### config.mk
export PLATFORM = sky130hd
export DESIGN_NAME = proc
export DESIGN_NICKNAME = d
export VERILOG_FILES = /design/src/hdl/proc_pkg.sv /design/src/hdl/pipe_control.sv /design/src/hdl/fetch_stage.sv /design/src/hdl/decode_stage.sv /design/src/hdl/execute_stage.sv /design/src/hdl/mem_stage.sv /design/src/hdl/proc.sv
export SDC_FILE = /design/constraint.sdc
export NUM_CORES = 1
export LEC_CHECK = 0
export BUFFER_PORTS_ARGS = -buffer_cell sky130_fd_sc_hd__buf_2
export CAP_MARGIN = 15
export CORE_ASPECT_RATIO = 0.75
export CORE_UTILIZATION = 28
export DETAILED_ROUTE_END_ITERATION = 6
export PLACE_DENSITY = 0.5
export SYNTH_ARGS = -nofsm -noshare
export SYNTH_HDL_FRONTEND = slang
export SYNTH_SLANG_ARGS = --single-unit
### constraint.sdc
create_clock -name clk -period 4.1 [get_ports clk]
set_clock_uncertainty 0.15 [all_clocks]
set_input_delay 0.82 -clock clk [delete_from_list [all_inputs] [get_ports clk]]
set_output_delay 0.82 -clock clk [all_outputs]
set_load 0.02 [all_outputs]
### src/hdl/proc_pkg.sv
/*
   Shared types for the 16-bit pipelined processor
   Word and register index types, opcode and function codes
   Instruction formats and the instruction union
   Control bundle, pipeline register layouts, writeback and Wishbone request
*/
`default_nettype none

package proc_pkg;

   typedef logic [15:0] word_t;
   typedef logic [2:0]  reg_idx_t;

   localparam logic [4:0] OP_ADD_R = 5'b11011;   // R-format ALU group, func selects op
   localparam logic [4:0] OP_ADDI  = 5'b01000;
   localparam logic [4:0] OP_LD    = 5'b10001;
   localparam logic [4:0] OP_ST    = 5'b10000;
   localparam logic [4:0] OP_BEQZ  = 5'b01100;
   localparam logic [4:0] OP_NOP   = 5'b00001;
   localparam logic [4:0] OP_HALT  = 5'b00000;

   localparam logic [1:0] FN_ADD = 2'b00;
   localparam logic [1:0] FN_SUB = 2'b01;
   localparam logic [1:0] FN_AND = 2'b10;
   localparam logic [1:0] FN_XOR = 2'b11;

   typedef struct packed {
      logic [4:0] opcode;
      reg_idx_t   rs;
      reg_idx_t   rt;
      reg_idx_t   rd;
      logic [1:0] func;
   } r_fmt_t;

   typedef struct packed {
      logic [4:0] opcode;
      reg_idx_t   rs;
      reg_idx_t   rd;      // Destination, or store data for ST
      logic [4:0] imm5;
   } i_fmt_t;

   typedef struct packed {
      logic [4:0] opcode;
      reg_idx_t   rs;
      logic [7:0] imm8;
   } b_fmt_t;

   // One instruction word, viewed by format
   typedef union packed {
      r_fmt_t r;
      i_fmt_t i;
      b_fmt_t b;
   } instr_t;

   typedef struct packed {
      logic       reg_write;
      logic       mem_read;
      logic       mem_write;
      logic       alu_src;   // Immediate as second operand
      logic       branch;
      logic       halt;
      logic [1:0] alu_op;
   } ctrl_t;

   typedef struct packed {
      logic     valid;
      ctrl_t    ctrl;
      word_t    rs_val;
      word_t    rt_val;
      word_t    imm;
      reg_idx_t dest;
      word_t    pc;
   } id_ex_t;

   typedef struct packed {
      logic     valid;
      ctrl_t    ctrl;
      word_t    result;
      word_t    store_data;
      reg_idx_t dest;
   } ex_mem_t;

   typedef struct packed {
      logic     write;
      reg_idx_t dest;
      word_t    data;
   } wb_t;

   // Wishbone classic master outputs
   typedef struct packed {
      logic  cyc;
      logic  stb;
      logic  we;
      word_t adr;
      word_t dat;
   } bus_req_t;

endpackage

`default_nettype wire

### src/hdl/pipe_control.sv
/*
   Pipeline control
   Opcode decode into the control bundle
   RAW hazard check against EX and MEM destinations
   Stall, flush and freeze generation, sticky illegal-opcode error
*/
`timescale 1ns/100ps
`default_nettype none

module pipe_control (
   input  wire logic               clk,
   input  wire logic               rst_n,
   input  wire proc_pkg::instr_t   instr,
   input  wire proc_pkg::reg_idx_t ex_dest,
   input  wire proc_pkg::reg_idx_t mem_dest,
   input  wire logic               ex_wr,
   input  wire logic               mem_wr,
   input  wire logic               branch_taken,
   input  wire logic               mem_busy,
   input  wire logic               halted,
   output proc_pkg::ctrl_t         ctrl,
   output logic                    stall,
   output logic                    flush,
   output logic                    freeze,
   output logic                    err
);
   import proc_pkg::*;

   reg_idx_t src_a;
   reg_idx_t src_b;
   logic     use_a;
   logic     use_b;
   logic     illegal;
   logic     hazard;

   always_comb begin
      ctrl    = '0;
      src_a   = instr.i.rs;
      src_b   = instr.r.rt;   // Also the ST data register
      use_a   = 1'b0;
      use_b   = 1'b0;
      illegal = 1'b0;
      case (instr.r.opcode)
         OP_ADD_R: begin
            ctrl.reg_write = 1'b1;
            ctrl.alu_op    = instr.r.func;
            use_a          = 1'b1;
            use_b          = 1'b1;
         end
         OP_ADDI: begin
            ctrl.reg_write = 1'b1;
            ctrl.alu_src   = 1'b1;
            ctrl.alu_op    = FN_ADD;
            use_a          = 1'b1;
         end
         OP_LD: begin
            ctrl.reg_write = 1'b1;
            ctrl.mem_read  = 1'b1;
            ctrl.alu_src   = 1'b1;
            ctrl.alu_op    = FN_ADD;   // Address is rs + imm
            use_a          = 1'b1;
         end
         OP_ST: begin
            ctrl.mem_write = 1'b1;
            ctrl.alu_src   = 1'b1;
            ctrl.alu_op    = FN_ADD;
            use_a          = 1'b1;
            use_b          = 1'b1;
         end
         OP_BEQZ: begin
            ctrl.branch = 1'b1;
            use_a       = 1'b1;
         end
         OP_NOP:  ctrl = '0;
         OP_HALT: ctrl.halt = 1'b1;
         default: illegal = 1'b1;   // Runs as NOP
      endcase
   end

   assign hazard = (use_a && ((ex_wr && ex_dest == src_a) || (mem_wr && mem_dest == src_a))) ||
                   (use_b && ((ex_wr && ex_dest == src_b) || (mem_wr && mem_dest == src_b)));

   // Freeze beats flush beats stall
   assign freeze = mem_busy;
   assign flush  = branch_taken && !freeze;
   assign stall  = hazard && !halted && !flush && !freeze;

   // Only counted once the slot is known to survive
   always_ff @(posedge clk) begin
      if (!rst_n) begin
         err <= 1'b0;
      end else if (illegal && !freeze && !flush && !halted) begin
         err <= 1'b1;
      end
   end

endmodule

`default_nettype wire

### src/hdl/fetch_stage.sv
/*
   Instruction fetch
   Program counter with branch redirect and hold
   IF/ID pipeline register
*/
`timescale 1ns/100ps
`default_nettype none

module fetch_stage #(
   parameter int PC_W = 8
) (
   input  wire logic             clk,
   input  wire logic             rst_n,
   output logic [PC_W-1:0]       imem_addr,
   input  wire proc_pkg::word_t  imem_data,
   input  wire logic             stall,
   input  wire logic             flush,
   input  wire logic             freeze,
   input  wire logic             halted,
   input  wire logic             branch_taken,
   input  wire logic [PC_W-1:0]  branch_target,
   output proc_pkg::instr_t      if_instr,
   output proc_pkg::word_t       if_pc,
   output logic                  if_valid
);
   import proc_pkg::*;

   localparam word_t NOP_WORD = {OP_NOP, 11'd0};   // Empty slot decodes as NOP

   logic [PC_W-1:0] pc;

   assign imem_addr = pc;

   always_ff @(posedge clk) begin
      if (!rst_n) begin
         pc <= '0;
      end else if (!freeze && !halted) begin
         if (branch_taken) begin
            pc <= branch_target;
         end else if (!stall) begin
            pc <= pc + 1'b1;
         end
      end
   end

   always_ff @(posedge clk) begin
      if (!rst_n) begin
         if_valid <= 1'b0;
         if_instr <= NOP_WORD;
      end else if (!freeze) begin
         if (flush || halted) begin
            if_valid <= 1'b0;
            if_instr <= NOP_WORD;
         end else if (!stall) begin
            if_valid <= 1'b1;
            if_instr <= imem_data;
            if_pc    <= word_t'(pc);
         end
      end
   end

endmodule

`default_nettype wire

### src/hdl/decode_stage.sv
/*
   Instruction decode
   Eight-entry register file with write-through to the readers
   Immediate sign extension and destination select
   ID/EX pipeline register with bubble insertion
*/
`timescale 1ns/100ps
`default_nettype none

module decode_stage (
   input  wire logic             clk,
   input  wire logic             rst_n,
   input  wire proc_pkg::instr_t if_instr,
   input  wire proc_pkg::word_t  if_pc,
   input  wire logic             if_valid,
   input  wire proc_pkg::ctrl_t  ctrl,
   input  wire logic             stall,
   input  wire logic             flush,
   input  wire logic             freeze,
   input  wire proc_pkg::wb_t    wb,
   output proc_pkg::id_ex_t      id_ex
);
   import proc_pkg::*;

   word_t    regs [8];
   word_t    rs_val;
   word_t    rt_val;
   word_t    imm;
   reg_idx_t dest;

   always_ff @(posedge clk) begin
      if (wb.write) begin
         regs[wb.dest] <= wb.data;
      end
   end

   // Same-cycle writeback goes straight to the reader
   assign rs_val = (wb.write && wb.dest == if_instr.r.rs) ? wb.data : regs[if_instr.r.rs];
   assign rt_val = (wb.write && wb.dest == if_instr.r.rt) ? wb.data : regs[if_instr.r.rt];

   // Branch offset is imm8, everything else imm5
   assign imm = ctrl.branch ? {{8{if_instr.b.imm8[7]}}, if_instr.b.imm8}
                            : {{11{if_instr.i.imm5[4]}}, if_instr.i.imm5};

   assign dest = ctrl.alu_src ? if_instr.i.rd : if_instr.r.rd;   // I-format vs R-format

   always_ff @(posedge clk) begin
      if (!rst_n) begin
         id_ex.valid <= 1'b0;
      end else if (!freeze) begin
         if (stall || flush) begin
            id_ex.valid <= 1'b0;   // Bubble
         end else begin
            id_ex.valid  <= if_valid;
            id_ex.ctrl   <= ctrl;
            id_ex.rs_val <= rs_val;
            id_ex.rt_val <= rt_val;
            id_ex.imm    <= imm;
            id_ex.dest   <= dest;
            id_ex.pc     <= if_pc;
         end
      end
   end

endmodule

`default_nettype wire

### src/hdl/execute_stage.sv
/*
   Execute
   ALU for add, sub, and, xor with register or immediate operand
   BEQZ resolution and target computation
   EX/MEM pipeline register
*/
`timescale 1ns/100ps
`default_nettype none

module execute_stage (
   input  wire logic              clk,
   input  wire logic              rst_n,
   input  wire proc_pkg::id_ex_t  id_ex,
   input  wire logic              freeze,
   output logic                   branch_taken,
   output proc_pkg::word_t        branch_target,
   output proc_pkg::ex_mem_t      ex_mem
);
   import proc_pkg::*;

   word_t op_b;
   word_t alu_out;

   assign op_b = id_ex.ctrl.alu_src ? id_ex.imm : id_ex.rt_val;

   always_comb begin
      case (id_ex.ctrl.alu_op)
         FN_ADD:  alu_out = id_ex.rs_val + op_b;
         FN_SUB:  alu_out = id_ex.rs_val - op_b;   // rd = rs - rt
         FN_AND:  alu_out = id_ex.rs_val & op_b;
         default: alu_out = id_ex.rs_val ^ op_b;
      endcase
   end

   // Taken when rs is zero
   assign branch_taken  = id_ex.valid && id_ex.ctrl.branch && (id_ex.rs_val == '0);
   assign branch_target = id_ex.pc + 16'd1 + id_ex.imm;

   always_ff @(posedge clk) begin
      if (!rst_n) begin
         ex_mem.valid <= 1'b0;
      end else if (!freeze) begin
         ex_mem.valid      <= id_ex.valid;
         ex_mem.ctrl       <= id_ex.ctrl;
         ex_mem.result     <= alu_out;   // Also the LD/ST address
         ex_mem.store_data <= id_ex.rt_val;
         ex_mem.dest       <= id_ex.dest;
      end
   end

endmodule

`default_nettype wire

### src/hdl/mem_stage.sv
/*
   Memory access and writeback
   Wishbone classic master, one transfer per LD or ST
   Writeback select between load data and ALU result
   Halt latch
*/
`timescale 1ns/100ps
`default_nettype none

module mem_stage (
   input  wire logic               clk,
   input  wire logic               rst_n,
   input  wire proc_pkg::ex_mem_t  ex_mem,
   output proc_pkg::bus_req_t      wb_req,
   input  wire proc_pkg::word_t    wb_dat_i,
   input  wire logic               wb_ack,
   output logic                    mem_busy,
   output logic                    halted,
   output proc_pkg::wb_t           wb
);
   import proc_pkg::*;

   logic mem_op;
   logic cyc_q;
   logic ack_ok;
   logic do_write;

   assign mem_op = ex_mem.valid && (ex_mem.ctrl.mem_read || ex_mem.ctrl.mem_write);
   assign ack_ok = cyc_q && wb_ack;

   // Pipeline holds from the first MEM cycle until ack
   assign mem_busy = mem_op && !halted && !ack_ok;

   always_ff @(posedge clk) begin
      if (!rst_n) begin
         cyc_q <= 1'b0;
      end else if (ack_ok) begin
         cyc_q <= 1'b0;   // Low in the cycle after ack
      end else if (mem_op && !halted) begin
         cyc_q <= 1'b1;
      end
   end

   // EX/MEM is frozen during the transfer, so address and data stay put
   assign wb_req = '{cyc: cyc_q,
                     stb: cyc_q,
                     we:  ex_mem.ctrl.mem_write,
                     adr: ex_mem.result,
                     dat: ex_mem.store_data};

   always_ff @(posedge clk) begin
      if (!rst_n) begin
         halted <= 1'b0;
      end else if (ex_mem.valid && ex_mem.ctrl.halt) begin
         halted <= 1'b1;
      end
   end

   // Loads write on ack, everything else in its one MEM cycle
   assign do_write = ex_mem.valid && ex_mem.ctrl.reg_write && !halted &&
                     (!ex_mem.ctrl.mem_read || ack_ok);

   assign wb = '{write: do_write,
                 dest:  ex_mem.dest,
                 data:  ex_mem.ctrl.mem_read ? wb_dat_i : ex_mem.result};

endmodule

`default_nettype wire

### src/hdl/proc.sv
/*
   Processor top level
   Four stages IF, ID, EX and MEM plus pipeline control
   Combinational instruction port, Wishbone classic data port
*/
`timescale 1ns/100ps
`default_nettype none

module proc #(
   parameter int PC_W = 8
) (
   input  wire logic              clk,
   input  wire logic              rst_n,
   output logic [PC_W-1:0]        imem_addr,
   input  wire proc_pkg::word_t   imem_data,
   output proc_pkg::bus_req_t     wb_req,
   input  wire proc_pkg::word_t   wb_dat_i,
   input  wire logic              wb_ack,
   output logic                   halt,
   output logic                   err
);
   import proc_pkg::*;

   instr_t  if_instr;
   word_t   if_pc;
   logic    if_valid;
   ctrl_t   ctrl;
   logic    stall;
   logic    flush;
   logic    freeze;
   logic    branch_taken;
   word_t   branch_target;
   logic    mem_busy;
   id_ex_t  id_ex;
   ex_mem_t ex_mem;
   wb_t     wb;

   pipe_control pipe_control_inst (
      .clk          (clk),
      .rst_n        (rst_n),
      .instr        (if_instr),
      .ex_dest      (id_ex.dest),
      .mem_dest     (ex_mem.dest),
      .ex_wr        (id_ex.valid && id_ex.ctrl.reg_write),
      .mem_wr       (ex_mem.valid && ex_mem.ctrl.reg_write),
      .branch_taken (branch_taken),
      .mem_busy     (mem_busy),
      .halted       (halt),
      .ctrl         (ctrl),
      .stall        (stall),
      .flush        (flush),
      .freeze       (freeze),
      .err          (err)
   );

   fetch_stage #(.PC_W(PC_W)) fetch_stage_inst (
      .clk           (clk),
      .rst_n         (rst_n),
      .imem_addr     (imem_addr),
      .imem_data     (imem_data),
      .stall         (stall),
      .flush         (flush),
      .freeze        (freeze),
      .halted        (halt),
      .branch_taken  (branch_taken),
      .branch_target (branch_target[PC_W-1:0]),   // Instruction space is PC_W wide
      .if_instr      (if_instr),
      .if_pc         (if_pc),
      .if_valid      (if_valid)
   );

   decode_stage decode_stage_inst (
      .clk      (clk),
      .rst_n    (rst_n),
      .if_instr (if_instr),
      .if_pc    (if_pc),
      .if_valid (if_valid),
      .ctrl     (ctrl),
      .stall    (stall),
      .flush    (flush),
      .freeze   (freeze),
      .wb       (wb),
      .id_ex    (id_ex)
   );

   execute_stage execute_stage_inst (
      .clk           (clk),
      .rst_n         (rst_n),
      .id_ex         (id_ex),
      .freeze        (freeze),
      .branch_taken  (branch_taken),
      .branch_target (branch_target),
      .ex_mem        (ex_mem)
   );

   mem_stage mem_stage_inst (
      .clk      (clk),
      .rst_n    (rst_n),
      .ex_mem   (ex_mem),
      .wb_req   (wb_req),
      .wb_dat_i (wb_dat_i),
      .wb_ack   (wb_ack),
      .mem_busy (mem_busy),
      .halted   (halt),
      .wb       (wb)
   );

endmodule

`default_nettype wire

==> flow_summary.toml <==
[power_and_ir_drop]
powerDensity_nw_per_um2 = 487
switching_share = 0.275
power.share.clock = 0.369
power_frac_seq = 0.445
p_leak_uw = 0.00562
ir_worst_vdd_uv = 236
switching_power_uw = 2090
combPwrFrac = 0.185
p_int_uw = 5500

[synthesis]
synth_area_leaders = "edfxtp_1 (52%), mux4_2 (11%), mux2i_1 (4.6%)"
synthesis.nets = 1053
ys.flop_type = "edfxtp_1"
ys_types = 71
async_flop_share = 0
synth_common_cells = "edfxtp_1 (234), mux4_2 (64), mux2i_1 (62), nor2_1 (62), a21oi_1 (60)"
yosys_register_bits = 264
syn_avg_cell_area_sq_um = 13.9
yosysTopAreaCell = "edfxtp_1"
syn_inst = 976
synth_edf_count = 234
synth.most_common_cell = "edfxtp_1"
yosysTopAreaCellShare = 0.519
synth_area_sq_um = 13500
seq_area_frac_synth = 0.563
ys_warn_count = 0

[clock_tree]
clk_pin_slew_ns = 0.06
clk_latency_ns = 0.57
postCtsSetupRepairBufs = 0
cts_resized = 0
clockRootBuffer = "clkbuf_16"
numCtsBuffers = 28
cts_tree = "done"
clock_sinks = 264
cts_htree_levels = 1
cts_hold_buf = 0
clock_tree.buffer_depth = 3

[global_route]
antenna_found_initial = 2
grt-ovfl-total = 0
grt_max_degree = 55
grt_pass1_wl_microns = 51500
grt_pass1_vias = 8103
grt_use_total = 0.139

[layout]
final_cells = 1696
layout-drive-gt1-share = 0.246
fillers = 4647
antenna_cells = 0
fin_nets = 1112
syn_to_final_growth_pct = 15.1

[sta]
fin_crit_ns = 3.80
hold_violations = 0
tns_ns = 0
maxClockFrequency_mhz = 263
rsz0062_at_grt = "false"
setup_viol = 0
worst_pin_slew_ns = 0.789
final.period_utilization = 0.926
maxSlewHeadroom = 0.472
slew_violations = 0

[worst_hold_path]
worstHoldStart = "fetch_stage_inst.if_pc[0]"
hold_path_depth = 0
holdPathEnd = "decode_stage_inst.id_ex[0]"
hp-class = "register to register"

[setup_path]
r2r-start = "decode_stage_inst.id_ex[71]"
crit_type = "register to register"
worstPathArrival_ns = 4.03
critPathRequiredTime_ns = 4.34
worstRegToRegCells = 14
rr_endpoint = "execute_stage_inst.ex_mem[34]"
cp-end-kind = "register"
start_kind = "register"
path_max_fanout = 7
cp-startpoint = "decode_stage_inst.id_ex[71]"
ff2ff_setup_slack_ns = 0.30

[die]
rows = 69
start_util = 0.285
boundaryPins = 80
die_w_microns = 256
die_area_sq_um = 49300
die_height_microns = 192
core_sq_um = 47600

[routing]
vias = 8107
first_pass_iters = 5
antenna_left = 0
drc = 0
initialDrtViolationCount = 637
routedWlPerCell_microns = 20.2
wl_microns = 34300
via_per_inst = 4.78

[place]
hpwl_microns = 23800
port_buffers = 79
gp_congestion = 0.846
post-place-cells = 1644

[status]
status = "complete, no violations"

[run]
maxCapViolations = 0
sequential cells by signal, indices dropped and copies added, names as in the netlist, 8 cells and up:
register                    flops
fetch_stage_inst.if_instr      16
execute_stage_inst.ex_mem      40
fetch_stage_inst.imem_addr      8
decode_stage_inst.id_ex        60
fetch_stage_inst.if_pc          8
decode_stage_inst.regs        128
critical path, stage by stage, from the launching register on:
cell and delay, ns:
edfxtp_1 0.49, mux2i_1 0.35, ha_1 0.26, o211ai_1 0.18, nor2_2 0.24, nor2_1 0.08, xnor2_1 0.13, ha_1 0.35
a21oi_1 0.15, o21ai_1 0.10, a221o_1 0.33, a31oi_2 0.29, a211oi_4 0.11, o21a_2 0.21, o31ai_2 0.21
cells in the final DEF, fill, tap and decap left out, types with 17 or more instances in the layout:
cell type    n
mux2i_1     62
mux2_2      17
xnor2_1     25
dfxtp_1     27
o21ai_1     23
nand2_1     37
buf_2       79
inv_1       42
nor2_1      61
buf_4       33
clkbuf_16   30
ha_1        40
a21oi_1     60
mux4_2      64
edfxtp_1   234
metal layers:
layer | part of all wire | routed length, microns | global-route usage | vias to the layer above
met4 | 0.020 | 680 | 0.0311 | 0
met1 | 0.50 | 17100 | 0.202 | 4059
li1 | - | - | - | 3839
met3 | 0.037 | 1290 | 0.0200 | 38
met5 | 0 | 0 | 0 | -
met2 | 0.44 | 15200 | 0.219 | 171
power by group through the flow:
stage	Clock (uW)	Sequential, uW	Combinational (uW)
global placement	0	3440	1400
floorplan	0	3330	1110
detailed placement	0	3430	1410
CTS	2880	3380	1420
global route	2950	3400	1560
finish	2800	3380	1410
logic make-up (layout without fill, tap and decap cells):
logic type / after synthesis / after routing / synth area share
flops: 264 / 264 / 0.563
simple gates: 181 / 181 / 0.0661
compound gates: 173 / 173 / 0.0844
mux: 146 / 146 / 0.169
buf+inv: 128 / 209 / 0.0493
fa+ha+maj: 42 / 42 / 0.0399
xor+xnor: 42 / 42 / 0.0283
through the flow:
| step | power (uW) | cell area, sq um | hold WS [ns] | utilization | worst slack, ns |
|---|---|---|---|---|---|
| floorplan | 4440 | 13500 | 0.250 | - | 0.0561 |
| global placement | 4840 | 14600 | 0.254 | 0.306 | 0.326 |
| detailed placement | 4840 | 14600 | 0.255 | 0.306 | 0.258 |
| CTS | 7680 | 15600 | 0.270 | 0.328 | 0.233 |
| global route | 7910 | 15600 | 0.274 | 0.328 | 0.0705 |
| finish | 7590 | 15600 | 0.267 | 0.328 | 0.304 |
how the worst max path moves through the flow:
stage	slack [ns]	to
floorplan	0.06	decode_stage_inst.id_ex[0]
global placement	0.33	execute_stage_inst.ex_mem[34]
detailed placement	0.26	execute_stage_inst.ex_mem[34]
CTS	0.23	execute_stage_inst.ex_mem[34]
global route	0.07	execute_stage_inst.ex_mem[34]
finish	0.30	execute_stage_inst.ex_mem[34]
area by class of cell:
cell class	count	area [sq um]	area share
clock inverter	21	265	0.0170
tap	639	800	0.0513
inverter	42	158	0.0101
sequential	264	7630	0.490
clock buffer	31	764	0.0491
multi-input combinational	584	5260	0.338
timing repair buffer	115	703	0.0451
Power figures use the tool's default switching activity.
